$ cat config.mk
export PLATFORM = sky130hd
export DESIGN_NAME = axil_fetch
export DESIGN_NICKNAME = d
export VERILOG_FILES = /design/src/logic/fetch_pkg.sv /design/src/logic/axil_fetch.sv /design/src/logic/insn_unpacker.sv /design/src/logic/fetch_resp_fifo.sv /design/src/logic/fetch_addr_gen.sv /design/src/logic/fetch_req_counter.sv /design/src/logic/fetch_flush_fsm.sv
export SDC_FILE = /design/constraint.sdc
export NUM_CORES = 1
export LEC_CHECK = 0
export BUFFER_PORTS_ARGS = -buffer_cell sky130_fd_sc_hd__buf_4
export CAP_MARGIN = 10
export CORE_MARGIN = 1.5
export CORE_UTILIZATION = 50
export CTS_BUF_LIST = sky130_fd_sc_hd__clkbuf_2 sky130_fd_sc_hd__clkbuf_4 sky130_fd_sc_hd__clkbuf_8
export CTS_CLUSTER_DIAMETER = 30
export DETAILED_ROUTE_END_ITERATION = 10
export PLACE_DENSITY = 0.7
export SLEW_MARGIN = 20
export SYNTH_ARGS = -nofsm -noshare
export SYNTH_HDL_FRONTEND = slang
export SYNTH_SLANG_ARGS = --single-unit
$ cat constraint.sdc
create_clock -name S_AXI_ACLK -period 11.6 [get_ports S_AXI_ACLK]
set_input_delay 1.16 -clock S_AXI_ACLK [delete_from_list [all_inputs] [get_ports S_AXI_ACLK]]
set_output_delay 1.16 -clock S_AXI_ACLK [all_outputs]
set_load 0.005 [all_outputs]
$ cat src/logic/fetch_pkg.sv
// Shared definitions for the AXI-lite instruction fetch unit
// Bus, address and instruction widths
// Returned bus beat, CPU instruction output and fetch control structs

package fetch_pkg;

	//////////////////////////////////////////////////
	// Widths
	//////////////////////////////////////////////////

	// Byte address width
	localparam int ADDR_W = 32;
	// AXI read data width
	localparam int BUS_DW = 64;
	localparam int INSN_W = 32;
	localparam int INSNS_PER_WORD = BUS_DW / INSN_W;
	// Address bits that select a byte inside one bus word
	localparam int WORD_LSB = $clog2(BUS_DW / 8);

	//////////////////////////////////////////////////
	// Structs
	//////////////////////////////////////////////////

	// One R channel beat as stored in the response FIFO
	typedef struct packed {
		logic              err;
		logic [BUS_DW-1:0] data;
	} r_beat_t;

	// Instruction handed to the CPU
	typedef struct packed {
		logic [INSN_W-1:0] insn;
		logic [ADDR_W-1:0] pc;
		logic              illegal;
	} insn_out_t;

	// Stream control from the flush FSM
	typedef struct packed {
		logic flush;
		logic load_pc;
		logic issue_en;
		logic discard;
	} fetch_ctl_t;

endpackage
$ cat src/logic/axil_fetch.sv
// AXI-lite instruction fetch unit, top level
// Flush FSM, request counter, AR address generator, response FIFO
// and instruction unpacker, wired together

`timescale 1ns/1ps

module axil_fetch
	import fetch_pkg::*;
#(
	parameter int FETCH_LIMIT = 8,
	parameter bit SWAP_ENDIAN = 1'b1
) (
	input  logic              S_AXI_ACLK,
	input  logic              fifo_reset,
	// CPU side
	input  logic              i_new_pc,
	input  logic [ADDR_W-1:0] i_pc,
	input  logic              i_clear_cache,
	input  logic              i_ready,
	output insn_out_t         o_insn_out,
	output logic              o_valid,
	// AXI-lite read channels
	output logic              o_m_axi_arvalid,
	input  logic              i_m_axi_arready,
	output logic [ADDR_W-1:0] o_m_axi_araddr,
	input  logic              i_m_axi_rvalid,
	output logic              o_m_axi_rready,
	input  logic [BUS_DW-1:0] i_m_axi_rdata,
	input  logic [1:0]        i_m_axi_rresp
);

	fetch_ctl_t ctl;
	r_beat_t    beat;
	logic       ar_fire;
	logic       ar_stalled;
	logic       can_issue;
	logic       flush_done;
	logic       fifo_empty;
	logic       pop;
	logic       out_busy;

	assign ar_fire = o_m_axi_arvalid && i_m_axi_arready;
	// Request limit keeps the FIFO from filling, so R is always accepted
	assign o_m_axi_rready = 1'b1;

	fetch_flush_fsm fsm_i (
		.S_AXI_ACLK    (S_AXI_ACLK),
		.fifo_reset    (fifo_reset),
		.i_new_pc      (i_new_pc),
		.i_clear_cache (i_clear_cache),
		.i_ar_stalled  (ar_stalled),
		.i_flush_done  (flush_done),
		.o_ctl         (ctl)
	);

	fetch_req_counter #(
		.FETCH_LIMIT (FETCH_LIMIT)
	) counter_i (
		.S_AXI_ACLK   (S_AXI_ACLK),
		.fifo_reset   (fifo_reset),
		.i_ctl        (ctl),
		.i_ar_fire    (ar_fire),
		.i_r_fire     (i_m_axi_rvalid),
		.i_pop        (pop),
		.i_out_busy   (out_busy),
		.o_can_issue  (can_issue),
		.o_flush_done (flush_done)
	);

	fetch_addr_gen addr_gen_i (
		.S_AXI_ACLK   (S_AXI_ACLK),
		.fifo_reset   (fifo_reset),
		.i_ctl        (ctl),
		.i_pc         (i_pc),
		.i_can_issue  (can_issue),
		.i_arready    (i_m_axi_arready),
		.o_arvalid    (o_m_axi_arvalid),
		.o_araddr     (o_m_axi_araddr),
		.o_ar_stalled (ar_stalled)
	);

	fetch_resp_fifo #(
		.FETCH_LIMIT (FETCH_LIMIT),
		.SWAP_ENDIAN (SWAP_ENDIAN)
	) fifo_i (
		.S_AXI_ACLK (S_AXI_ACLK),
		.fifo_reset (fifo_reset),
		.i_ctl      (ctl),
		.i_rvalid   (i_m_axi_rvalid),
		.i_rdata    (i_m_axi_rdata),
		.i_rresp    (i_m_axi_rresp),
		.i_pop      (pop),
		.o_beat     (beat),
		.o_empty    (fifo_empty)
	);

	insn_unpacker unpacker_i (
		.S_AXI_ACLK (S_AXI_ACLK),
		.fifo_reset (fifo_reset),
		.i_ctl      (ctl),
		.i_pc       (i_pc),
		.i_beat     (beat),
		.i_empty    (fifo_empty),
		.i_ready    (i_ready),
		.o_pop      (pop),
		.o_busy     (out_busy),
		.o_insn_out (o_insn_out),
		.o_valid    (o_valid)
	);

endmodule

$ cat src/logic/insn_unpacker.sv
// Instruction unpacker for the fetch unit
// Pops bus words from the response FIFO and hands them to the CPU one
// 32-bit instruction at a time, with the PC of each instruction.
// A bus error makes the output illegal until the next flush

`timescale 1ns/1ps

module insn_unpacker
	import fetch_pkg::*;
(
	input  logic              S_AXI_ACLK,
	input  logic              fifo_reset,
	input  fetch_ctl_t        i_ctl,
	input  logic [ADDR_W-1:0] i_pc,
	input  r_beat_t           i_beat,
	input  logic              i_empty,
	input  logic              i_ready,
	output logic              o_pop,
	output logic              o_busy,
	output insn_out_t         o_insn_out,
	output logic              o_valid
);

	localparam int SLOT_W = $clog2(INSNS_PER_WORD + 1);
	localparam int OFS_W = WORD_LSB - 2;

	// Unconsumed instructions left in the held word
	logic [SLOT_W-1:0] slots;
	logic [BUS_DW-1:0] word;
	logic [ADDR_W-1:0] pc;
	logic [ADDR_W-1:0] pc_next;
	logic [OFS_W-1:0]  ofs;
	logic              illegal;
	logic              handoff;
	logic              last_out;
	logic              need_word;

	//////////////////////////////////////////////////
	// Handoff and pop decision
	//////////////////////////////////////////////////

	always_comb
	begin
		// An illegal output is never consumed
		handoff = o_valid && i_ready && !illegal;
		last_out = handoff && (slots == SLOT_W'(1));

		pc_next = pc;
		if (handoff)
			pc_next = {pc[ADDR_W-1:2] + 1'b1, 2'b00};

		// Instruction slot inside the word the next pop will hold
		ofs = pc_next[WORD_LSB-1:2];

		need_word = (slots == '0) || last_out;
		o_pop = need_word && !i_empty && !illegal && !i_ctl.flush;
		o_busy = o_pop || (o_valid && !last_out);
	end

	assign o_valid = (slots != '0);

	always_comb
	begin
		o_insn_out.insn = word[INSN_W-1:0];
		o_insn_out.pc = pc;
		o_insn_out.illegal = illegal;
	end

	//////////////////////////////////////////////////
	// Registers
	//////////////////////////////////////////////////

	always_ff @(posedge S_AXI_ACLK)
	begin
		if (fifo_reset || i_ctl.flush)
		begin
			slots <= '0;
			illegal <= 1'b0;
		end
		else if (o_pop)
		begin
			// Start in the upper half skips the lower instruction
			slots <= SLOT_W'(INSNS_PER_WORD) - SLOT_W'(ofs);
			illegal <= i_beat.err;
		end
		else if (handoff)
			slots <= slots - 1'b1;
	end

	always_ff @(posedge S_AXI_ACLK)
	begin
		if (o_pop)
			word <= i_beat.data >> (INSN_W * ofs);
		else if (handoff)
			word <= word >> INSN_W;
	end

	// pc follows the instruction on the output, not the bus
	always_ff @(posedge S_AXI_ACLK)
	begin
		if (i_ctl.flush)
			pc <= i_pc;
		else if (handoff)
			pc <= pc_next;
	end

endmodule

$ cat src/logic/fetch_resp_fifo.sv
// Response FIFO for the fetch unit
// Stores R channel beats with their error bit, byte-swapping each
// 32-bit lane on entry when SWAP_ENDIAN is set. Emptied on a flush

`timescale 1ns/1ps

module fetch_resp_fifo
	import fetch_pkg::*;
#(
	parameter int FETCH_LIMIT = 8,
	parameter bit SWAP_ENDIAN = 1'b1
) (
	input  logic              S_AXI_ACLK,
	input  logic              fifo_reset,
	input  fetch_ctl_t        i_ctl,
	input  logic              i_rvalid,
	input  logic [BUS_DW-1:0] i_rdata,
	input  logic [1:0]        i_rresp,
	input  logic              i_pop,
	output r_beat_t           o_beat,
	output logic              o_empty
);

	localparam int PTR_W = (FETCH_LIMIT > 1) ? $clog2(FETCH_LIMIT) : 1;
	localparam int CNT_W = $clog2(FETCH_LIMIT + 1);
	localparam int LANES = BUS_DW / INSN_W;

	r_beat_t          mem [FETCH_LIMIT];
	r_beat_t          wr_beat;
	logic [PTR_W-1:0] wr_ptr;
	logic [PTR_W-1:0] rd_ptr;
	logic [CNT_W-1:0] count;
	logic             wr_en;
	logic             rd_en;
	logic             full;

	function automatic logic [PTR_W-1:0] ptr_inc(input logic [PTR_W-1:0] ptr);
		if (ptr == PTR_W'(FETCH_LIMIT - 1))
			return '0;
		return ptr + 1'b1;
	endfunction

	// Incoming beat, byte order fixed up per 32-bit lane
	always_comb
	begin
		wr_beat.err = i_rresp[1];
		for (int l = 0; l < LANES; l++)
		begin
			for (int b = 0; b < 4; b++)
			begin
				if (SWAP_ENDIAN)
					wr_beat.data[l*INSN_W + b*8 +: 8] = i_rdata[l*INSN_W + (3-b)*8 +: 8];
				else
					wr_beat.data[l*INSN_W + b*8 +: 8] = i_rdata[l*INSN_W + b*8 +: 8];
			end
		end
	end

	assign wr_en = i_rvalid && !i_ctl.discard;
	assign rd_en = i_pop && !o_empty;
	assign full = (count == CNT_W'(FETCH_LIMIT));
	assign o_empty = (count == '0);
	assign o_beat = mem[rd_ptr];

	always_ff @(posedge S_AXI_ACLK)
	begin
		if (wr_en)
			mem[wr_ptr] <= wr_beat;
	end

	always_ff @(posedge S_AXI_ACLK)
	begin
		if (fifo_reset || i_ctl.flush)
		begin
			wr_ptr <= '0;
			rd_ptr <= '0;
			count <= '0;
		end
		else
		begin
			if (wr_en)
				wr_ptr <= ptr_inc(wr_ptr);
			if (rd_en)
				rd_ptr <= ptr_inc(rd_ptr);
			count <= count + CNT_W'(wr_en) - CNT_W'(rd_en);
		end
	end

	// The request limit upstream is what keeps RREADY safe to tie high
	no_overflow: assert property (@(posedge S_AXI_ACLK) disable iff (fifo_reset)
		(wr_en && !i_ctl.flush) |-> !full)
		else $error("fetch_resp_fifo: write while full");

endmodule

$ cat src/logic/fetch_addr_gen.sv
// AR channel register for the fetch unit
// Loads a new PC once the AR slot is free, then steps one bus word
// per accepted request with the low address bits cleared

`timescale 1ns/1ps

module fetch_addr_gen
	import fetch_pkg::*;
(
	input  logic              S_AXI_ACLK,
	input  logic              fifo_reset,
	input  fetch_ctl_t        i_ctl,
	input  logic [ADDR_W-1:0] i_pc,
	input  logic              i_can_issue,
	input  logic              i_arready,
	output logic              o_arvalid,
	output logic [ADDR_W-1:0] o_araddr,
	output logic              o_ar_stalled
);

	logic              slot_free;
	// New PC captured while an old request still holds the slot
	logic [ADDR_W-1:0] pend_pc;
	logic [ADDR_W-1:0] start_pc;

	assign slot_free = !o_arvalid || i_arready;
	assign o_ar_stalled = !slot_free;

	always_comb
	begin
		start_pc = i_ctl.flush ? i_pc : pend_pc;
	end

	always_ff @(posedge S_AXI_ACLK)
	begin
		if (i_ctl.flush)
			pend_pc <= i_pc;
	end

	always_ff @(posedge S_AXI_ACLK)
	begin
		if (fifo_reset)
			o_arvalid <= 1'b0;
		else if (slot_free)
			o_arvalid <= (i_ctl.load_pc || i_ctl.issue_en) && i_can_issue;
	end

	// Address only moves when the slot is free, so it holds through a stall
	always_ff @(posedge S_AXI_ACLK)
	begin
		if (slot_free)
		begin
			if (i_ctl.load_pc)
				o_araddr <= {start_pc[ADDR_W-1:WORD_LSB], {WORD_LSB{1'b0}}};
			else if (o_arvalid)
				o_araddr <= {o_araddr[ADDR_W-1:WORD_LSB] + 1'b1, {WORD_LSB{1'b0}}};
		end
	end

	ar_hold: assert property (@(posedge S_AXI_ACLK) disable iff (fifo_reset)
		o_ar_stalled |=> (o_arvalid && $stable(o_araddr)))
		else $error("fetch_addr_gen: AR request changed while stalled");

endmodule

$ cat src/logic/fetch_req_counter.sv
// Request bookkeeping for the fetch unit
// Outstanding AXI reads, words requested but not yet popped,
// and old responses still to be discarded after a flush

`timescale 1ns/1ps

module fetch_req_counter
	import fetch_pkg::*;
#(
	parameter int FETCH_LIMIT = 8
) (
	input  logic       S_AXI_ACLK,
	input  logic       fifo_reset,
	input  fetch_ctl_t i_ctl,
	input  logic       i_ar_fire,
	input  logic       i_r_fire,
	input  logic       i_pop,
	input  logic       i_out_busy,
	output logic       o_can_issue,
	output logic       o_flush_done
);

	localparam int OUT_W = $clog2(FETCH_LIMIT) + 4;
	localparam int FILL_W = $clog2(FETCH_LIMIT) + 2;
	// Leaves room for the one request that may still be sitting on AR
	localparam logic [OUT_W-1:0] BUS_MAX = {OUT_W{1'b1}} - 1'b1;

	logic [OUT_W-1:0]  out_cnt;
	logic [OUT_W-1:0]  out_next;
	logic [OUT_W-1:0]  discard_cnt;
	logic [OUT_W-1:0]  discard_next;
	logic [FILL_W-1:0] fill;
	logic [FILL_W-1:0] fill_next;
	logic [FILL_W-1:0] ahead;
	logic              stale_fire;
	logic              new_fire;
	logic              drop_r;

	always_comb
	begin
		// A handshake outside an issuing stream, or on the cycle that loads
		// a new address, carries an old request
		stale_fire = i_ar_fire && (!i_ctl.issue_en || i_ctl.load_pc);
		new_fire = i_ar_fire && !stale_fire;
		drop_r = i_r_fire && (discard_cnt != '0);
		out_next = out_cnt + OUT_W'(i_ar_fire) - OUT_W'(i_r_fire);

		// On a flush every read still owed is old
		if (i_ctl.flush)
			discard_next = out_next;
		else
			discard_next = discard_cnt + OUT_W'(stale_fire) - OUT_W'(drop_r);

		if (i_ctl.flush)
			fill_next = '0;
		else
			fill_next = fill + FILL_W'(new_fire) - FILL_W'(i_pop);

		ahead = fill_next + FILL_W'(i_out_busy && !i_ctl.flush);
		o_can_issue = (ahead < FILL_W'(FETCH_LIMIT)) && (out_next < BUS_MAX);
		o_flush_done = (discard_next == '0);
	end

	always_ff @(posedge S_AXI_ACLK)
	begin
		if (fifo_reset)
		begin
			out_cnt <= '0;
			discard_cnt <= '0;
			fill <= '0;
		end
		else
		begin
			out_cnt <= out_next;
			discard_cnt <= discard_next;
			fill <= fill_next;
		end
	end

	// Every R beat must match an earlier AR handshake
	out_no_underflow: assert property (@(posedge S_AXI_ACLK) disable iff (fifo_reset)
		i_r_fire |-> (out_cnt != '0))
		else $error("fetch_req_counter: R beat with no read outstanding");

endmodule

$ cat src/logic/fetch_flush_fsm.sv
// Fetch stream FSM
// IDLE, RUN and FLUSH modes, plus a new PC held back behind a stalled
// AR request. Drives the stream control struct to the rest of the unit

`timescale 1ns/1ps

module fetch_flush_fsm
	import fetch_pkg::*;
(
	input  logic       S_AXI_ACLK,
	input  logic       fifo_reset,
	input  logic       i_new_pc,
	input  logic       i_clear_cache,
	input  logic       i_ar_stalled,
	input  logic       i_flush_done,
	output fetch_ctl_t o_ctl
);

	typedef enum logic [1:0] {
		IDLE,
		RUN,
		FLUSH
	} state_t;

	state_t state;
	// New PC waiting for the AR slot to free up
	logic   pending;

	//////////////////////////////////////////////////
	// Control outputs
	//////////////////////////////////////////////////

	always_comb
	begin
		o_ctl.flush = i_new_pc || i_clear_cache;
		// The new address may only go out once the old request has left
		o_ctl.load_pc = (i_new_pc || pending) && !i_ar_stalled && !i_clear_cache;
		o_ctl.issue_en = (state != IDLE) && !pending && !o_ctl.flush;
		// Anything that arrives outside RUN belongs to an old stream
		o_ctl.discard = (state != RUN);
	end

	//////////////////////////////////////////////////
	// State register
	//////////////////////////////////////////////////

	always_ff @(posedge S_AXI_ACLK)
	begin
		if (fifo_reset || i_clear_cache)
		begin
			state <= IDLE;
			pending <= 1'b0;
		end
		else if (i_new_pc)
		begin
			pending <= i_ar_stalled;
			if (i_ar_stalled || !i_flush_done)
				state <= FLUSH;
			else
				state <= RUN;
		end
		else if (pending)
		begin
			// Stalled request just left, its response is still owed
			if (!i_ar_stalled)
			begin
				pending <= 1'b0;
				state <= i_flush_done ? RUN : FLUSH;
			end
		end
		else if (state == FLUSH && i_flush_done)
			state <= RUN;
	end

	// No request may start while the unit waits for a new PC
	idle_no_issue: assert property (@(posedge S_AXI_ACLK) disable iff (fifo_reset)
		(state == IDLE && !i_new_pc) |-> !(o_ctl.issue_en || o_ctl.load_pc))
		else $error("fetch_flush_fsm: request allowed in IDLE");

endmodule

# Yosys cells after proc, flatten, opt, wreduce, memory -nomap -nowiden

Memory sizes are Yosys's and may differ from the RTL's. A register that Yosys moved wholly into a read port is not among the register bits.
Cells that the tools add are included.

Input bits: 105
Memories: 1
Register bits: 193
Bits in writable memories: 520

Memory list:

| name       | words | width | rd ports | clocked after Yosys merged registers in | write ports | line                  | source |
|---|---|---|---|---|---|---|---|
| fifo_i.mem | 8     | 65    | 1        | 1                                       | 1           | fetch_resp_fifo.sv:28 | `r_beat_t mem [FETCH_LIMIT];` |

Magnitude comparators: 2
Muxes and demuxes: 35
Shift operators: 1
Equality and inequality tests: 6
Reduce and logical (&&, ||, !) cells: 55
Add/sub/neg operators: 15

Operator list:

| cell                                               | number |
|---|---|
| 2-to-1 mux 32 bit                                  | 6 |
| 2-to-1 mux 64 bit                                  | 2 |
| >> shifter 64 x 6 -> 64 bit                        | 1 |
| adder 30 x 1 -> 30 bit, second input constant      | 1 |
| adder 29 x 1 -> 29 bit, second input constant      | 1 |
| logical AND 1 bit                                  | 21 |
| 2-to-1 mux 3 bit                                   | 6 |
| 2-to-1 mux 2 bit                                   | 8 |
| adder 7 x 1 -> 7 bit                               | 2 |
| subtractor 7 x 1 -> 7 bit                          | 2 |
| logical NOT 1 bit                                  | 12 |
| 2-to-1 mux 1 bit                                   | 11 |
| adder 5 x 1 -> 5 bit                               | 2 |
| logical OR 1 bit                                   | 10 |
| nonzero test 2 bit                                 | 5 |
| logical NOT 7 bit                                  | 1 |
| < comparator 7 bit, second input constant          | 1 |
| 2-to-1 mux 7 bit                                   | 1 |
| nonzero test 7 bit                                 | 1 |
| adder 3 x 1 -> 3 bit, second input constant        | 2 |
| equality test 3 bit, second input constant         | 2 |
| < comparator 5 x 4 -> 1 bit, second input constant | 1 |
| 2-to-1 mux 5 bit                                   | 1 |
| subtractor 5 x 1 -> 5 bit                          | 1 |
| other kinds (12)                                   | 13 |

# Depth between registers and ports, before layout

Gate-level depths: netlist (run 1).

Depth in word-level cells: 15
Mapped depth: 17

# Modules after synthesis

From an unflattened synthesis (run 1), not the netlist that was laid out.

Cells, all modules: 1764
Area total of the unflattened synthesis: 30041.3 µm²

Modules (own cells, without submodules):

| module            | cells an instance | area each (µm²) | seq. area each (µm²) | times used |
|---|---|---|---|---|
| fetch_resp_fifo   | 827               | 20165.6         | 15875.2              | 1 |
| insn_unpacker     | 491               | 5367.6          | 2942.8               | 1 |
| fetch_addr_gen    | 251               | 2763.9          | 1471.4               | 1 |
| fetch_req_counter | 172               | 1547.7          | 380.4                | 1 |
| fetch_flush_fsm   | 20                | 178.9           | 60.1                 | 1 |
| axil_fetch        | 3                 | 17.5            | 0.0                  | 1 |

# Least setup slack after synthesis (run 1)

No wires, ideal clock.

Path type: in2reg
Start: input i_m_axi_rvalid
End: memory fifo_i.mem[0][0] (netlist bit) (enable)
Data required time: 10.950 ns
Setup time: 0.650 ns
Slack: 3.347 ns
Path buffers: 0
Cell stages on the path: 2
Arrival time: 7.603 ns
Cell sequence: nand3b_1 > nor4_1

Longest elaborated chain between the ends: 3

Ends and longest elaborated chain:

| element                                | line                  | source |
|---|---|---|
| start: declaration                     | axil_fetch.sv:26      | `input logic i_m_axi_rvalid,` |
| logical AND 1 bit                      | fetch_resp_fifo.sv:59 | `assign wr_en = i_rvalid && !i_ctl.discard;` |
| 2-to-1 mux 1 bit                       | fetch_resp_fifo.sv:67 | `if (wr_en)` |
| 2-to-1 mux 1 bit (implied by the code) | fetch_resp_fifo.sv:68 | `mem[wr_ptr] <= wr_beat;` |
| end: declaration                       | fetch_resp_fifo.sv:28 |  |

Every way passes these cells.

# Final worst setup path (run 1)

Start: register unpacker_i.slots[1]
End: register addr_gen_i.o_arvalid

Longest elaborated chain between the ends: 14
Elaborated cells between the ends (all ways): 20
Those cells by class: 2 x add/sub; 1 x order compare; 1 x eq/ne; 1 x mux; 15 x reduce/logical

Ends and longest elaborated chain:

| element                                                       | line                                             | source |
|---|---|---|
| start: declaration                                            | insn_unpacker.sv:28                              | `logic [SLOT_W-1:0] slots;` |
| start signal: assignment                                      | insn_unpacker.sv:83                              | `slots <= SLOT_W'(INSNS_PER_WORD) - SLOT_W'(ofs);` |
| start signal: assignment                                      | insn_unpacker.sv:87                              | `slots <= slots - 1'b1;` |
| nonzero test 2 bit                                            | insn_unpacker.sv:60                              | `assign o_valid = (slots != '0);` |
| logical AND 1 bit (2 in series)                               | insn_unpacker.sv:45                              | `handoff = o_valid && i_ready && !illegal;` |
| logical AND 1 bit                                             | insn_unpacker.sv:46                              | `last_out = handoff && (slots == SLOT_W'(1));` |
| logical OR 1 bit                                              | insn_unpacker.sv:55                              | `need_word = (slots == '0) \|\| last_out;` |
| logical AND 1 bit (3 in series)                               | insn_unpacker.sv:56                              | `o_pop = need_word && !i_empty && !illegal && !i_ctl.flush;` |
| subtractor 5 x 1 -> 5 bit or logical OR 1 bit (tied branches) | fetch_req_counter.sv:57, insn_unpacker.sv:57     |  |
| 2-to-1 mux 5 bit or logical AND 1 bit (tied branches)         | fetch_req_counter.sv:54, fetch_req_counter.sv:59 |  |
| adder 5 x 1 -> 5 bit *                                        | fetch_req_counter.sv:59                          | `ahead = fill_next + FILL_W'(i_out_busy && !i_ctl.flush);` |
| < comparator 5 x 4 -> 1 bit *                                 | fetch_req_counter.sv:60                          | `o_can_issue = (ahead < FILL_W'(FETCH_LIMIT)) && (out_next < BUS_MAX);` |
| logical AND 1 bit *                                           | fetch_req_counter.sv:60                          |  |
| logical AND 1 bit *                                           | fetch_addr_gen.sv:45                             | `o_arvalid <= (i_ctl.load_pc \|\| i_ctl.issue_en) && i_can_issue;` |
| end signal: assignment                                        | fetch_addr_gen.sv:45                             |  |
| end: declaration                                              | fetch_addr_gen.sv:16                             | `output logic o_arvalid,` |

Every way passes the cells marked *; elsewhere a longest branch is shown, timed or not.
A chain may end at the register's enable or synchronous reset.

==> summary.md, run 1 <==
The flow ran to the end, and the final reports show no timing, DRC or antenna violations. OpenSTA, run right after detailed placement, puts the worst setup slack at 5.587 ns. The first detailed-routing pass took 5 iterations. For this block, the initial DRC count from the detailed router was 1,155. At the pin with the least slew margin, the transition time is 1.114 ns.

Port buffering added 199 buffers. The tools report the worst min-delay path startpoint as addr_gen_i.pend_pc[17]$_DFF_P_. In the synthesized netlist, the number of instances is 1,781. In this run the vertical extent of the chip is 244.7 um. For this run, the leading register cell type out of synthesis is edfxtp_1. Top fanout value on the critical path: 38.

The logs give 8 for the initial antenna violation count and 0.05770 mm2 for the area of the core. The run gives 0 as the count of unresolved DRC violations after routing. The post-cts gate resize count is 0, and the number of fill cells is 4,305. The worst relative slew slack is 0.2575, and the half-perimeter wire length of the detailed placement result is 34.20 mm.

The congestion estimate from routability-driven global placement came to 0.8214. Summing over every cut layer, the via total after detailed routing is 15,887. edfxtp_1 takes more of the synthesized area than any other cell. For the deepest clock path buffer count, the log shows 3. The analysis attributes to cell leakage a power of 11.78 nW. For this block, the routed nets add up to 60.44 mm of wire. The mapped netlist covers 0.02920 mm2.

The portion of synthesized cell area occupied by the leading cell type is 0.6632. The kind of path behind the tightest hold check was reg2reg. The launch point of the worst path was unpacker_i.slots[1]$_SDFFE_PP0P_. The share of async-settable or async-resettable flops after synthesis works out to 0. For the post-route worst setup slack, the log shows 6.688 ns.

The critical path is of the reg2reg type. The count of maximum capacitance violations is 0. The tools report the final setup violation count as 0. In this run, CTS created clock tree buffers numbering 136. The maximum clock frequency was 203.6 MHz. Sorting the synthesized cells by area gives the leading types as edfxtp_1 (66%), mux4_2 (10%), dfxtp_1 (4.7%). The clock arrives with 0.03559 ns of skew.

The proportion of total power due to net switching works out to 0.2286. The logs give 1.337 mW for the net switching power and 0 ns for the post-route setup TNS. In this run, post-CTS hold repair placed 0 buffers. The relative contribution of combinational cells to total power is 0.075, and the total I/O pin count is 205. The shortest clock period the worst path allows after layout was 4.912 ns; the proportion of layout cells with a drive suffix above 1 was 0.2782. The part of the cycle the worst path needs was 0.4235; the total internal power was 4.512 mW.

For the clock sink count, the log shows 713. Initial standard-cell utilization of the core: 0.5062. The run gives 2,174 as the net count of the finished layout. Most used standard cell by instance count after synthesis: edfxtp_1.

For the worst setup path, the data required time is 12.24 ns. From left edge to right edge, the die measures 244.7 um. The tools report the core utilization of the finished layout as 0.5926.

The portion of total power attributed to sequential cells is 0.494. For the clock share of power, the log shows 0.431. Entering global routing, the biggest net connects 75 pins. The tools report the total count of hold-check failures in the final report as 0. Sorting the synthesized cells by how often they occur yields edfxtp_1 (645), nand2_1 (253), mux4_2 (130).

In the final routed layout, each cell accounts on average for 20.84 um. STA classifies the critical path startpoint as a flip-flop. The yosys synthesis warning count was 0; the via count of the first global-routing pass was 16,591.

In the routed layout, each cell is associated on average with a via count of 5.476. The mean instance size in the synthesized netlist is 16.40 um2. The worst hold path passes through 2 cells. The tools report the total grt overflow as 0. Number of nets with antenna violations after detailed routing: 0.

In this run, distinct cell masters in the synthesized netlist total 50. Peak supply drop: 0.0001078 V. The wire length of the first global-routing pass is 93.81 mm, and the areal power density over the cells is 171.1 mW/mm2. Counting flops and latches in the post-synthesis netlist gives 713. At the worst endpoint, the arrival time is 5.56 ns. The root buffer cell chosen for the clock tree is clkbuf_8. The die area was 0.05987 mm2; the worst-skew pair later-pin latency was 0.77 ns. Registers take 0.02074 mm2.

Global-route usage over all layers: 0.2075. Summing all multi-input logic gate instances after layout gives 0.007833 mm2. The worst register-to-register path begins at unpacker_i.slots[1]$_SDFFE_PP0P_. TritonCTS built the clock tree.

The run gives 88 as the site row count. In this run the number of H-tree levels came out at 4. The share of the yosys chip area belonging to registers is 0.7098, and the post-CTS setup repair buffer count is 0. Setup repair after global routing left no endpoint under its margin.

Counting cells, the worst reg-to-reg path comes to 14. The number of pins exceeding their max-slew limit in the final report came out at 0. Clock-pin slew was measured on the worst setup and hold paths at 0.06 ns. The tools report the endpoint kind of the worst setup timing path as a flip-flop. Yosys mapped a number of flops with a built-in enable equal to 645. Compared with the post-synthesis result, the final layout area differs by 17.07%.
-- layout by cell type, fill, tap and decap left out, types with 43 or more instances in the layout --
master / instances
nor2_1: 87
edfxtp_1: 645
clkbuf_8: 142
o21ai_0: 58
mux2i_1: 99
buf_4: 221
nand2_1: 251
mux4_2: 130
inv_1: 43
dfxtp_1: 65
-- layer usage --
| layer | up-vias | global-route usage | share of wire |
|---|---|---|---|
| met2 | 527 | 0.3414 | 0.49 |
| li1 | 7256 | - | - |
| met1 | 7962 | 0.2671 | 0.41 |
| met3 | 128 | 0.05478 | 0.075 |
| met4 | 14 | 0.07407 | 0.020 |
| met5 | - | 0 | 0.0015 |
-- power by group through the flow --
stage | combinational [mW] | clock, mW | sequential (mW)
after floorplan | 0.281 | 0 | 2.94
after global placement | 0.414 | 0 | 2.94
after detailed placement | 0.430 | 0 | 2.94
after CTS | 0.436 | 2.57 | 2.89
after global routing | 0.493 | 2.70 | 2.90
final | 0.436 | 2.52 | 2.89
-- worst paths after layout --
kind	endpoint	slack (ns)
max	addr_gen_i.o_arvalid$_SDFFE_PP0N_	6.69
min	addr_gen_i.pend_pc[17]$_DFF_P_	0.45
max reg2reg	addr_gen_i.o_arvalid$_SDFFE_PP0N_	6.69
min reg2reg	addr_gen_i.pend_pc[17]$_DFF_P_	0.45
-- worst max-delay path, stage by stage, from the launching register on --
cell and delay, ns:
dfxtp_1 0.32, inv_1 0.07, ha_1 0.19, a21oi_1 0.06, a211oi_1 0.61, nand2_4 0.52, inv_2 0.90, nand2b_1 0.24
fa_1 0.50, a21o_1 0.18, a21oi_1 0.17, xnor2_1 0.13, nand2_1 0.10, or4_1 0.54, a311oi_1 0.25
-- state kept, by name, summed over array words and instances, names as in the netlist, 2 cells and up, named ones only --
register / count
addr_gen_i.o_araddr: 29
addr_gen_i.pend_pc: 29
counter_i.discard_cnt: 7
counter_i.fill: 5
counter_i.out_cnt: 7
fifo_i.count: 4
fifo_i.mem: 520
fifo_i.rd_ptr: 3
fifo_i.wr_ptr: 3
fsm_i.state: 2
unpacker_i.pc: 32
unpacker_i.slots: 2
unpacker_i.word: 64
-- final cells by class --
class,count,area share
Timing Repair Buffer,221,0.04853
Tap cell,765,0.02800
Sequential cell,713,0.6067
Multi-Input combinational cell,916,0.2291
Clock buffer,172,0.06375
Inverter,44,0.004831
Antenna cell,1,0.00007319
Clock inverter,69,0.01907
-- stage by stage --
stage               area [um2]  power, mW  hold WS, ns  std cells
finish                   34190      5.849       0.4450       2901
detailed placement       31340      3.374       0.4339       2659
CTS                      34170      5.900       0.4466       2900
floorplan                29210      3.218       0.4182       1783
global route             34190      6.087       0.4699       2901
global placement         31340      3.354       0.4284       2659
-- logic make-up after synthesis --
family | Yosys count | share of synthesized area
other | 2 | 0.0002572
adder cells (fa/ha/maj) | 37 | 0.01688
buffers and inverters | 154 | 0.02566
multiplexers | 231 | 0.1350
XOR/XNOR | 72 | 0.02185
AO/OA/AOI/OAI | 109 | 0.02104
AND/OR/NAND/NOR | 463 | 0.06953
flip-flops | 713 | 0.7098
Power figures use the tool's default switching activity.
==> run 2, diff against run 1 <==
==> constraint.sdc (replaced) <==
create_clock -name S_AXI_ACLK -period 4.75 [get_ports S_AXI_ACLK]
set_input_delay 0.475 -clock S_AXI_ACLK [delete_from_list [all_inputs] [get_ports S_AXI_ACLK]]
set_output_delay 0.475 -clock S_AXI_ACLK [all_outputs]
set_load 0.005 [all_outputs]
==> summary.md, run 2 (synthesis results as in run 1) <==
Combined buffer and inverter count along the critical path: 1 (-1). The relative contribution of combinational cells to total power came out at 0.079 (+0.004). The worst endpoint data arrival time was 4.68 ns (-0.88 ns).

The logs give 137 (+0.74%) for the total clock buffers created by CTS and 0.05987 mm2 (unchanged) for the die area. The shortest clock period the worst path allows after layout works out to 3.991 ns (-0.9217 ns). Setup repair after global routing left no endpoint under its margin.

The run gives 0.03539 mm2 (+3.5%) as the final standard cell area without fillers. The worst min-delay path startpoint was i_new_pc. The maximum level of the CTS H-tree is 4 (unchanged), and the proportion of total power due to net switching is 0.2295 (+0.0009629).

The run finished with clean final reports. The number of vias per cell works out to 5.426 (-0.91%). Compared with the post-synthesis result, the final layout area differs by 21.19%. The pin count of the biggest net entering global routing was 66 (-12%). Worst relative slew slack: 0.2544 (-0.003107). The startpoint identified for the worst register-to-register timing path is unpacker_i.slots[1]$_SDFFE_PP0P_. The worst-skew pair later-pin latency came out at 0.77 ns (about the same). The final setup violation count is 0 (unchanged), and the total leakage power is 12.25 nW (+3.9%). The tools report the total count of hold-check failures in the final report as 0 (unchanged). The path class of the tightest hold or removal check is in2reg. The count of unresolved DRC violations after routing was 0 (unchanged); the number of iterations in the first detailed-routing pass was 7 (+2). Walking the worst path, the cells encountered are inv_1 > ha_1 > a21oi_1 > a211oi_1 > nand2_2 > nand2_1 > nand2_1 > ha_1 > fa_1 > a21o_1 > a21oi_1 > xnor2_1 > nand2_1 > or4_1 > a311oi_1. The tools report the total I/O pin count as 205 (unchanged). The largest stage delay on the critical path is 0.56 ns (-0.34 ns). The initial standard-cell utilization of the core was 0.5062 (unchanged); the area after detailed placement was 0.03149 mm2 (+0.49%).

For the maximum clock frequency, the log shows 250.6 MHz (+23%). The worst endpoint required time was 5.44 ns (-6.80 ns). The average wire per standard cell was 20.85 um (about the same); the clock skew after layout was 0.04599 ns (+0.01040 ns). The flip-flop count of the largest register after layout was 520 (unchanged).

The tools report the clock root buffer as clkbuf_8. Half-perimeter wire length of the detailed placement result: 34.79 mm (+1.7%). The register with the most flip-flops in the final layout is fifo_i.mem.

The number of fill cells is 4,220 (-2.0%). The global-route usage over all layers is 0.2132 (+0.005702), and the instance count after placement with tap cells included is 2,661 (+0.075%). The number of nets with antenna violations after detailed routing was 0 (unchanged); the clock share of power was 0.433 (+0.002).

By instance count, the cell type seen most on the critical path is nand2_1. The number of pins exceeding their max-slew limit in the final report is 0 (unchanged). The final RePlAce weighted congestion is 0.8453 (+2.9%). The net switching power was 3.320 mW (+150%). For the final hold slack, the log shows 0.1327 ns (-0.3123 ns). The tools report the net count of the finished layout as 2,277 (+4.7%). Launch point of the worst path: unpacker_i.slots[1]$_SDFFE_PP0P_. The top cell types in the final layout, fill and taps aside, are edfxtp_1 (645), nand2_1 (250), buf_4 (213), clkbuf_8 (147), mux4_2 (130). Leaving out fill and tap cells, the most frequent cell in the layout is edfxtp_1. The part of the cycle the worst path needs was 0.8401 (+0.4166). The chip height is 244.7 um (unchanged). The proportion of layout cells with a drive suffix above 1 came out at 0.2666 (-0.01161). For the wire length of the first global-routing pass, the log shows 96.76 mm (+3.1%). The width of the chip is 244.7 um (unchanged). The count of port buffers added during placement is 199 (unchanged), and the clock transition at the register clock pins on the worst setup and hold paths after CTS is 0.05 ns (about the same).

TritonCTS built the clock tree. The final instance count without filler cells is 3,011 (+3.8%), and the core utilization of the finished layout is 0.6134 (+0.02084). The tools report the area of the core as 0.05770 mm2 (unchanged). The starting DRC count in detailed routing was 1,195 (+3.5%). The areal power density over the cells was 408.7 mW/mm2 (+140%). The endpoint kind of the worst setup timing path was a flip-flop. The worst setup path is launched from a flip-flop. The deepest clock path buffer count is 3 (unchanged), and the portion of total power attributed to sequential cells is 0.488 (-0.006). The count of vias placed by the detailed router is 16,339 (+2.8%), and the initial antenna violation count is 10 (+2). The tools report the post-CTS setup repair buffer count as 0 (unchanged). The worst setup path is of the reg2reg kind.

The run gives 713 (unchanged) as the clock sink count. The slew at the pin with the worst max-slew slack was 1.118 ns (+0.004660 ns); the total grt overflow was 0 (unchanged). The via count of the first global-routing pass is 17,239 (+3.9%). The largest registers in the layout are fifo_i.mem (520), unpacker_i.word (64), unpacker_i.pc (32). The peak supply drop came out at 0.0002884 V (+170%). The total detailed-routing wirelength was 62.77 mm (+3.8%). Category of cells accounting for the largest share of critical-path delay: simple AND/OR/NAND/NOR gates. The critical path's slowest cell was or4_1. Top fanout value on the critical path: 14 (-63%). The total internal power is 11.15 mW (+150%), and the site row count is 88 (unchanged). Count of maximum capacitance violations: 0 (unchanged). The run gives 0 ns (unchanged) as the post-route setup TNS.
[run 2: changes by cell type in the layout (fill, tap and decap cells not counted), moves of 5 or more]
cell	previous run	this run
buf_12	0	10
inv_8	6	1
clkinv_1	19	24
dlygate4sd3_1	0	100
clkbuf_8	142	147
buf_4	221	213
clkbuf_4	30	22
[run 2: worst paths after layout]
check | to | slack (ns) | cells past startpoint
max | addr_gen_i.o_arvalid$_SDFFE_PP0N_ | 0.76 | 15
min | fsm_i.state[1]$_SDFFE_PP0P_ | 0.13 | 4
max reg2reg | addr_gen_i.o_arvalid$_SDFFE_PP0N_ | 0.76 | 15
min reg2reg | addr_gen_i.pend_pc[29]$_DFF_P_ | 0.44 | 2
[run 2: metal layers]
layer | wire, um | GRT usage
met4 | 1166 | 0.07462
met1 | 25920 | 0.2751
met2 | 31310 | 0.3539
met5 | 83 | 0
met3 | 4287 | 0.05204
[run 2: repair_timing]
item / 4_1_cts / 5_1_grt
gates resized for setup: 0 / 0
hold buffers: 100 / 0
hold endpoints to repair: 590 / 0
[run 2: area by class of cell]
cell class / count / area, um2 / share of cell area
Antenna cell: 3 / 7.507 / 0.0002121
Clock buffer: 169 / 2188 / 0.06183
Clock inverter: 78 / 704.4 / 0.01990
Inverter: 44 / 165.2 / 0.004667
Multi-Input combinational cell: 916 / 7828 / 0.2212
Sequential cell: 713 / 20740 / 0.5860
Tap cell: 765 / 957.2 / 0.02705
Timing Repair Buffer: 323 / 2800 / 0.07912
[run 2: power by group through the flow]
stage	combinational (mW)	sequential, mW	clock [mW]
final	1.14	7.06	6.26
after floorplan	0.685	7.17	0
after detailed placement	1.05	7.19	0
after CTS	1.13	7.06	6.40
after global placement	1.02	7.18	0
after global routing	1.27	7.07	6.67
[run 2: stage by stage]
step	setup WS (ns)	total power [mW]
finish	0.7594	14.47
detailed placement	0.7672	8.240
global route	0.4880	15.01
global placement	0.8552	8.197
floorplan	-1.035	7.859
CTS	0.7328	14.59
[run 2: worst min-delay path: stages]
cell and delay [ns]:
buf_4 0.13, nor2_1 0.09, a211o_1 0.13, a21oi_1 0.03
==> run 3, diff against run 2 <==
==> constraint.sdc (replaced) <==
create_clock -name S_AXI_ACLK -period 3.7 [get_ports S_AXI_ACLK]
set_input_delay 0.37 -clock S_AXI_ACLK [delete_from_list [all_inputs] [get_ports S_AXI_ACLK]]
set_output_delay 0.37 -clock S_AXI_ACLK [all_outputs]
set_load 0.005 [all_outputs]
==> summary.md, run 3 (synthesis results as in run 1) <==
The count of port buffers added during placement is 199 (unchanged). The areal power density over the cells is 522.0 mW/mm2 (+28%), and the worst relative slew slack is 0.4409 (+0.1864). The tools report the number of buffers inserted for hold repair after clock tree synthesis as 102 (+2.0%). The chip height was 244.7 um (unchanged). The number of stages on the worst hold path was 4 (unchanged). The deepest clock path buffer count is 3 (unchanged), and the number of pins exceeding their max-slew limit in the final report is 0 (unchanged).

The tools report the final instance count without filler cells as 3,017 (+0.20%). Leaving out fill and tap cells, the most frequent cells in the layout are edfxtp_1 (645), nand2_1 (250), buf_4 (219), clkbuf_8 (139), mux4_2 (130). The tools report the worst endpoint data arrival time as 3.98 ns (-0.70 ns). For the clock share of power, the log shows 0.433 (about the same).

The width of the chip was 244.7 um (unchanged). Clock root buffer: clkbuf_8. The tools report the launch point of the worst reg-to-reg path as counter_i.discard_cnt[5]$_SDFF_PP0_. The run gives 0 (unchanged) as the final setup violation count.

For the number of iterations in the first detailed-routing pass, the log shows 5 (-2). The clock sink count is 713 (unchanged). Setup repair after global routing left no endpoint under its margin. The area after detailed placement is 0.03166 mm2 (+0.54%). The count of maximum capacitance violations was 0 (unchanged); the starting DRC count in detailed routing was 1,207 (+1.0%). The post-CTS setup repair buffer count is 0 (unchanged).

The count of unresolved DRC violations after routing is 0 (unchanged). Part of the cycle the worst path needs: 0.8984 (+0.05828). The half-perimeter wire length of the detailed placement result was 34.74 mm (-0.13%); the slew at the pin with the worst max-slew slack was 0.8367 ns (-0.2816 ns). The run gives 0.2100 (-0.003199) as the global-route usage over all layers. Endpoint kind of the worst setup timing path: a flip-flop.

The worst setup path is launched from a flip-flop. The number of vias per cell came out at 5.448 (+0.39%). The worst endpoint required time is 4.36 ns (-1.08 ns), and the final RePlAce weighted congestion is 0.8406 (-0.56%).

The average wire per standard cell was 20.37 um (-2.3%). The register with the most flip-flops in the final layout is fifo_i.mem. Relative contribution of combinational cells to total power: 0.079 (about the same).

The top fanout value on the critical path is 3 (-11). The flow ran to the end, and the final reports show no timing, DRC or antenna violations. For the final hold slack, the log shows 0.1624 ns (+0.02971 ns).

The run gives 16,436 (+0.59%) as the count of vias placed by the detailed router. For the initial antenna violation count, the log shows 4 (-6). The via count of the first global-routing pass was 16,987 (-1.5%).

The worst min-delay path startpoint was i_ready. The total grt overflow is 0 (unchanged). The tools report the clock skew after layout as 0.03401 ns (-0.01197 ns). TritonCTS built the clock tree.

The post-cts gate resize count is 0 (unchanged). The total clock buffers created by CTS is 135 (-1.5%). Total leakage power: 12.31 nW (+0.50%). The proportion of layout cells with a drive suffix above 1 is 0.2686 (+0.001957), and the peak supply drop is 0.0003820 V (+32%).

The register cell area after layout is 0.02074 mm2 (unchanged). The path class of the tightest hold or removal check is in2reg. The run gives 0.38 ns (-0.38 ns) as the slack of the worst reg-to-reg path. The path with the worst hold slack has its endpoint at unpacker_i.slots[0]$_SDFFE_PP0P_. The net count of the finished layout was 2,288 (+0.48%). The clock transition at the register clock pins on the worst setup and hold paths after CTS came out at 0.05 ns (about the same). The tools report the number of fill cells as 4,214 (-0.14%). The maximum level of the CTS H-tree came out at 4 (unchanged). The initial standard-cell utilization of the core was 0.5062 (unchanged). In the final layout, the registers with the most flip-flops are fifo_i.mem (520), unpacker_i.word (64), unpacker_i.pc (32).

Total detailed-routing wirelength: 61.46 mm (-2.1%). The total area of multi-input combinational cells is 0.007851 mm2 (+0.30%), and the core utilization of the finished layout is 0.6164 (+0.002949). The worst-skew pair later-pin latency was 0.78 ns (about the same); the number of nets with antenna violations after detailed routing was 0 (unchanged).

The logs give 0.05770 mm2 (unchanged) for the area of the core and 66 (unchanged) for the pin count of the biggest net entering global routing. The total I/O pin count is 205 (unchanged), and the post-route setup TNS is 0 ns (unchanged). The total count of hold-check failures in the final report is 0 (unchanged).

The maximum clock frequency came out at 300.8 MHz (+20%). For the net switching power, the log shows 4.261 mW (+28%). The tools report the wire length of the first global-routing pass as 95.63 mm (-1.2%). In this run the critical register-to-register path is captured at fsm_i.state[0]$_SDFFE_PP0P_. The library cell used most frequently in the layout, excluding fill and tap cells, is edfxtp_1.

The flip-flop count of the largest register after layout works out to 520 (unchanged). The total internal power came out at 14.30 mW (+28%). The critical path class was reg2reg.

The synthesis-to-finish area growth works out to 21.77%. The final standard cell area without fillers was 0.03556 mm2 (+0.48%); the length in cells of the worst reg-to-reg path was 14 (-1). The portion of total power attributed to sequential cells came out at 0.488 (about the same). The site row count is 88 (unchanged), and the shortest clock period the worst path allows after layout is 3.324 ns (-0.6665 ns).

The instance count after placement with tap cells included was 2,672 (+0.41%). The proportion of total power due to net switching was 0.2296 (about the same). For the die area, the log shows 0.05987 mm2 (unchanged).
[run 3: cell type report]
class | count | share of cell area
well taps | 765 | 0.02692
diodes | 3 | 0.0002111
repair buffers | 336 | 0.08339
flip-flops and latches | 713 | 0.5832
inverters | 44 | 0.004644
multi-input cells | 916 | 0.2208
clock buffers | 161 | 0.05844
clock inverters | 79 | 0.02238
[run 3: per-stage QoR]
stage / total power [mW] / worst slack [ns]
2_1_floorplan: 10.09 / -0.5288
3_3_place_gp: 10.52 / 0.4645
3_5_place_dp: 10.58 / 0.3308
4_1_cts: 18.71 / 0.3331
5_1_grt: 19.30 / 0.1266
6_report: 18.56 / 0.3759
[run 3: worst max-delay path, cell delays in order (launching register included)]
cell and delay (ns):
dfxtp_1 0.37, inv_1 0.08, ha_1 0.19, a31oi_1 0.20
ha_1 0.27, inv_1 0.06, ha_1 0.16, inv_1 0.06
fa_1 0.38, nand2b_1 0.19, a211oi_1 0.25, mux2_2 0.37
a211oi_1 0.36, nor3_1 0.11, a21o_1 0.18
[run 3: routing by layer]
layer,vias to the layer above,wire [um],GRT usage
li1,7493,-,-
met1,8337,26560,0.2839
met2,520,30220,0.3403
met3,82,3533,0.04133
met4,4,1131,0.07771
met5,-,20,0
[run 3: worst max path at each step]
| stage | startpoint | slack, ns | to |
|---|---|---|---|
| after floorplan | fsm_i.state[1]$_SDFFE_PP0P_ | -0.53 | fifo_i.mem[7][0]$_DFFE_PP_ |
| after global placement | counter_i.discard_cnt[5]$_SDFF_PP0_ | 0.46 | fsm_i.state[0]$_SDFFE_PP0P_ |
| after detailed placement | counter_i.discard_cnt[5]$_SDFF_PP0_ | 0.33 | fsm_i.state[0]$_SDFFE_PP0P_ |
| after CTS | counter_i.discard_cnt[5]$_SDFF_PP0_ | 0.33 | fsm_i.state[0]$_SDFFE_PP0P_ |
| after global routing | counter_i.discard_cnt[5]$_SDFF_PP0_ | 0.13 | fsm_i.state[0]$_SDFFE_PP0P_ |
| final | counter_i.discard_cnt[5]$_SDFF_PP0_ | 0.38 | fsm_i.state[0]$_SDFFE_PP0P_ |
[run 3: power groups by stage]
stage                     logic, mW  clock network, mW  registers, mW
final                          1.47               8.04           9.06
after global routing           1.65               8.58           9.07
after CTS                      1.46               8.19           9.06
after detailed placement       1.36                  0           9.23
after global placement         1.30                  0           9.22
after floorplan               0.880                  0           9.21
